--- config.mk ---
export PLATFORM = sky130hd
export DESIGN_NAME = regfile
export DESIGN_NICKNAME = d
export VERILOG_FILES = /design/src/common/mips_isa_pkg.sv /design/src/logic/regfile.sv
export SDC_FILE = /design/constraint.sdc
export NUM_CORES = 2
export LEC_CHECK = 0
export BUFFER_PORTS_ARGS = -buffer_cell sky130_fd_sc_hd__buf_4
export CAP_MARGIN = 15
export CORE_ASPECT_RATIO = 1.2
export CORE_MARGIN = 2
export CORE_UTILIZATION = 40
export CTS_BUF_LIST = sky130_fd_sc_hd__clkbuf_16
export DETAILED_ROUTE_END_ITERATION = 6
export SYNTH_ARGS = -nofsm -noshare
export SYNTH_HDL_FRONTEND = slang
export SYNTH_SLANG_ARGS = --single-unit
--- constraint.sdc ---
create_clock -name clk -period 4.4 [get_ports clk]
set_clock_uncertainty 0.05 [all_clocks]
set_input_delay 0.44 -clock clk [delete_from_list [all_inputs] [get_ports clk]]
set_output_delay 0.44 -clock clk [all_outputs]
set_load 0.01 [all_outputs]
--- src/common/mips_isa_pkg.sv ---
`default_nettype none

package mips_isa_pkg;

    typedef logic [31:0] word_t;

    typedef struct packed {
        logic [5:0] opcode;
        logic [4:0] rs;
        logic [4:0] rt;
        logic [4:0] rd;
        logic [4:0] shamt;
        logic [5:0] funct;
    } r_fmt_t;

    typedef struct packed {
        logic [5:0]  opcode;
        logic [4:0]  rs;
        logic [4:0]  rt;
        logic [15:0] imm;
    } i_fmt_t;

    typedef struct packed {
        logic [5:0]  opcode;
        logic [25:0] target;
    } j_fmt_t;

    // one instruction word, seen through each encoding
    typedef union packed {
        r_fmt_t r;
        i_fmt_t i;
        j_fmt_t j;
    } instr_t;

    // primary opcodes
    localparam logic [5:0] op_special = 6'h00;
    localparam logic [5:0] op_j       = 6'h02;
    localparam logic [5:0] op_jal     = 6'h03;
    localparam logic [5:0] op_beq     = 6'h04;
    localparam logic [5:0] op_bne     = 6'h05;
    localparam logic [5:0] op_addiu   = 6'h09;
    localparam logic [5:0] op_slti    = 6'h0a;
    localparam logic [5:0] op_sltiu   = 6'h0b;
    localparam logic [5:0] op_andi    = 6'h0c;
    localparam logic [5:0] op_ori     = 6'h0d;
    localparam logic [5:0] op_xori    = 6'h0e;
    localparam logic [5:0] op_lui     = 6'h0f;
    localparam logic [5:0] op_lb      = 6'h20;
    localparam logic [5:0] op_lh      = 6'h21;
    localparam logic [5:0] op_lw      = 6'h23;
    localparam logic [5:0] op_lbu     = 6'h24;
    localparam logic [5:0] op_lhu     = 6'h25;
    localparam logic [5:0] op_sb      = 6'h28;
    localparam logic [5:0] op_sh      = 6'h29;
    localparam logic [5:0] op_sw      = 6'h2b;

    // funct codes under op_special
    localparam logic [5:0] fn_sll   = 6'h00;
    localparam logic [5:0] fn_srl   = 6'h02;
    localparam logic [5:0] fn_sra   = 6'h03;
    localparam logic [5:0] fn_jr    = 6'h08;
    localparam logic [5:0] fn_jalr  = 6'h09;
    localparam logic [5:0] fn_mfhi  = 6'h10;
    localparam logic [5:0] fn_mflo  = 6'h12;
    localparam logic [5:0] fn_mult  = 6'h18;
    localparam logic [5:0] fn_multu = 6'h19;
    localparam logic [5:0] fn_addu  = 6'h21;
    localparam logic [5:0] fn_subu  = 6'h23;
    localparam logic [5:0] fn_and   = 6'h24;
    localparam logic [5:0] fn_or    = 6'h25;
    localparam logic [5:0] fn_xor   = 6'h26;
    localparam logic [5:0] fn_nor   = 6'h27;
    localparam logic [5:0] fn_slt   = 6'h2a;
    localparam logic [5:0] fn_sltu  = 6'h2b;

endpackage

`default_nettype wire

--- src/logic/regfile.sv ---
`default_nettype none

module regfile (
    input  logic                clk,
    input  logic                reset,
    input  logic                clk_enable,
    input  logic                write_enable,
    input  logic [4:0]          read_index_a,
    input  logic [4:0]          read_index_b,
    input  logic [4:0]          write_index,
    input  mips_isa_pkg::word_t write_data,
    output mips_isa_pkg::word_t read_data_a,
    output mips_isa_pkg::word_t read_data_b,
    output mips_isa_pkg::word_t register_v0
);
    import mips_isa_pkg::*;

    word_t regs [32];

    always_ff @(posedge clk) begin
        if (clk_enable) begin
            if (reset) begin
                for (int i = 0; i < 32; i++) begin
                    regs[i] <= '0;
                end
            end else if (write_enable && write_index != 5'd0) begin
                regs[write_index] <= write_data;
            end
        end
    end

    // $0 reads as zero regardless of contents
    assign read_data_a = (read_index_a == 5'd0) ? '0 : regs[read_index_a];
    assign read_data_b = (read_index_b == 5'd0) ? '0 : regs[read_index_b];
    assign register_v0 = regs[2];

endmodule

`default_nettype wire

==> summary.txt <==
Wire per inst - 34.2 um
WHS Path Cells - 2
Top flop regs - regs (1024)
EDFF count, synth - 1024
Total number of vias - 35.2k
Top-count cell post-synth - edfxtp_1
All-layer global routing usage - 0.276
Fin crit share - 0.877
Gpl congestion - 0.876
Row count - 148
Filler Cell Count - 11.7k
Final Setup Violations - 0
CP Buf/Inv Count - 3
Synth top area cells - edfxtp_1 (56%), mux4_2 (17%), and2_1 (12%)
IR drop worst, VDD - 0.000294 V
Final Slew Violations - 0
DP Area - 59000 um2
Die area - 140000 um2
Routed wire length - 194 mm
Post-CTS Resized - 0
Antenna Nets Post-Route - 0
CP Data Required Time - 3910 ps
PortBufs - 146
First-pass GRT wire length - 273 mm
Io pins - 147
Drt pass-1 iters - 6
Initial antenna violation count - 15
Die height - 409 um
Multi-input gate area - 22800 um2
Core ar. - 136000 um2
Synthesis-to-finish area growth - 14.0%
Number of synthesized register bits - 1024
Fin nets - 3821
Max Cap Viol - 0
Async S/R FF share, synth - 0
Width of the die - 342 um
Slowest CP cell - a2111oi_0
DP HPWL - 122 mm
Root Buffer - clkbuf_16
Sequential Area - 30700 um2
TritonCTS clock tree - done
Avg Cell Area, Syn - 14.9 um2
Synth Flop Type - edfxtp_1
Yosys warnings - 0
Status - completed
TritonCTS Sinks - 1024
Max Fclk - 0.259 GHz
Worst Hold Class - input pin to flop
Reg clk slew, reported paths - 60 ps
Most common cell on crit path - buf_4
Library cells used by synthesis - 50
Cell family with most CP delay - compound AO/OA/AOI/OAI gates
Layout cells sized above 1 - 0.270
Crit-path max FO - 27
Final instance area - 62400 um2
Netlist Area Pre-Place - 54700 um2
Crit path kind - input pin to output pin
Post-CTS Setup Bufs - 0
CP Capture Type - output pin
Register bank with the most flops - regs
Post-synthesis sequential area ratio - 0.562
Hold violation count in the final report - 0
Hold_sp - write_data[1]
Vias in the first global route - 35.6k
DRT iter0 DRCs - 4758
Worst path max stage delay - 810 ps
DRC - 0
Worst hold endpoint - regs[20][1]
RSZ-0062 raised after global routing - false
Static Leak - 20.1 nW
Max reg flops - 1024
Design Power - 23.3 mW
H-tree levels - 3
Total CTS buffers - 104
Share of the synthesized area in the top cell type - 0.562
Pwr Density - 374 nW/um2
Worst endpoint data arrival time - 3370 ps
Leading cell types by count after synthesis - edfxtp_1 (1024), and2_1 (1010), mux4_2 (406), clkbuf_1 (272), mux2i_1 (252)
Mapped Cells - 3671
Vias/cell - 6.22
Global route overflow - 0
Clock tree buffer depth - 3
Minimum clock period - 3860 ps
CTS Hold Bufs - 0
Worst Setup Start Kind - input pin
Critical-path cell list - buf_8 -> buf_4 -> mux4_2 -> a22o_1 -> a2111oi_0 -> nor3_1 -> buf_4
Max_slew headroom - 0.159
Worst-Margin Slew - 1260 ps
Final setup TNS - 0 ps
Largest net degree at the start of global routing - 73
Synth area leader - edfxtp_1
Initial Utilization - 0.403
## worst max-delay path by stage
stage	end	startpoint	slack, ps	cells past startpoint
6_report	read_data_b[4]	read_index_b[0]	540	7
5_1_grt	read_data_b[4]	read_index_b[0]	420	7
4_1_cts	read_data_b[1]	read_index_b[0]	400	7
3_5_place_dp	read_data_b[1]	read_index_b[0]	400	7
3_3_place_gp	read_data_b[3]	read_index_b[0]	200	7
2_1_floorplan	regs[26][0]	write_index[0]	420	4
## power breakdown
| group | switching, mW | internal [mW] | total, mW |
|---|---|---|---|
| registers | 0.304 | 11.3 | 11.6 |
| clock network | 3.97 | 4.91 | 8.88 |
| logic | 1.68 | 1.21 | 2.89 |
| total | 5.96 | 17.4 | 23.3 |
## layout by cell type, fill, tap and decap left out, types with 4 or more instances in the layout
cell and instances:
o221ai_1 26, nand3_1 5, nor2_4 34, clkinv_4 4, nand3b_1 5, mux4_2 406, a2111oi_0 24, clkinv_2 18
bufinv_16 9, mux2_2 40, nor2b_4 4, o32ai_1 15, clkinv_1 23, a22o_1 49, mux2i_1 252, a31oi_1 7
conb_1 32, o21ai_4 31, nor2b_1 42, o22ai_1 46, a21oi_1 28, clkinvlp_4 5, diode_2 7, a211oi_1 53
nand2_1 11, clkbuf_16 106, buf_4 318, a21o_1 4, nor2_1 4, nor4_1 9, inv_1 21, and2_1 1008
a22oi_1 66, buf_12 35, edfxtp_1 1024, nor3_1 48
## cell type report
type	instances	area share
Sequential cell	1024	0.493
Multi-Input combinational cell	2276	0.365
Tap cell	1800	0.0361
Inverter	2	0.000120
Antenna cell	7	0.000281
Clock inverter	86	0.0111
Timing Repair Buffer	362	0.0515
Clock buffer	106	0.0425
## stage by stage
step	hold WS, ps	util	std cells	setup slack (ps)
3_5_place_dp	880	0.435	5463	395
2_1_floorplan	588	-	3702	415
5_1_grt	221	0.459	5657	424
4_1_cts	168	0.459	5655	396
6_report	209	0.460	5663	542
3_3_place_gp	884	0.434	5460	202
## per-layer routing
layer | track usage | up-vias | routed length (um)
met1 | 0.363 | 18500 | 74300
met3 | 0.0446 | 423 | 16800
met4 | 0.121 | 8 | 8600
met5 | 0 | - | 50
met2 | 0.453 | 2008 | 93800
li1 | - | 14300 | -
## kinds of logic (layout without fill, tap and decap cells)
logic type      count (synthesis)  after routing  synth area share
simple gates                 1190           1190             0.133
compound gates                356            356            0.0478
other cells                     1             39         0.0000685
flops                        1024           1024             0.562
buf+inv                       402            556            0.0354
mux                           698            698             0.221
No activity file was read; power rests on OpenSTA's default activity.
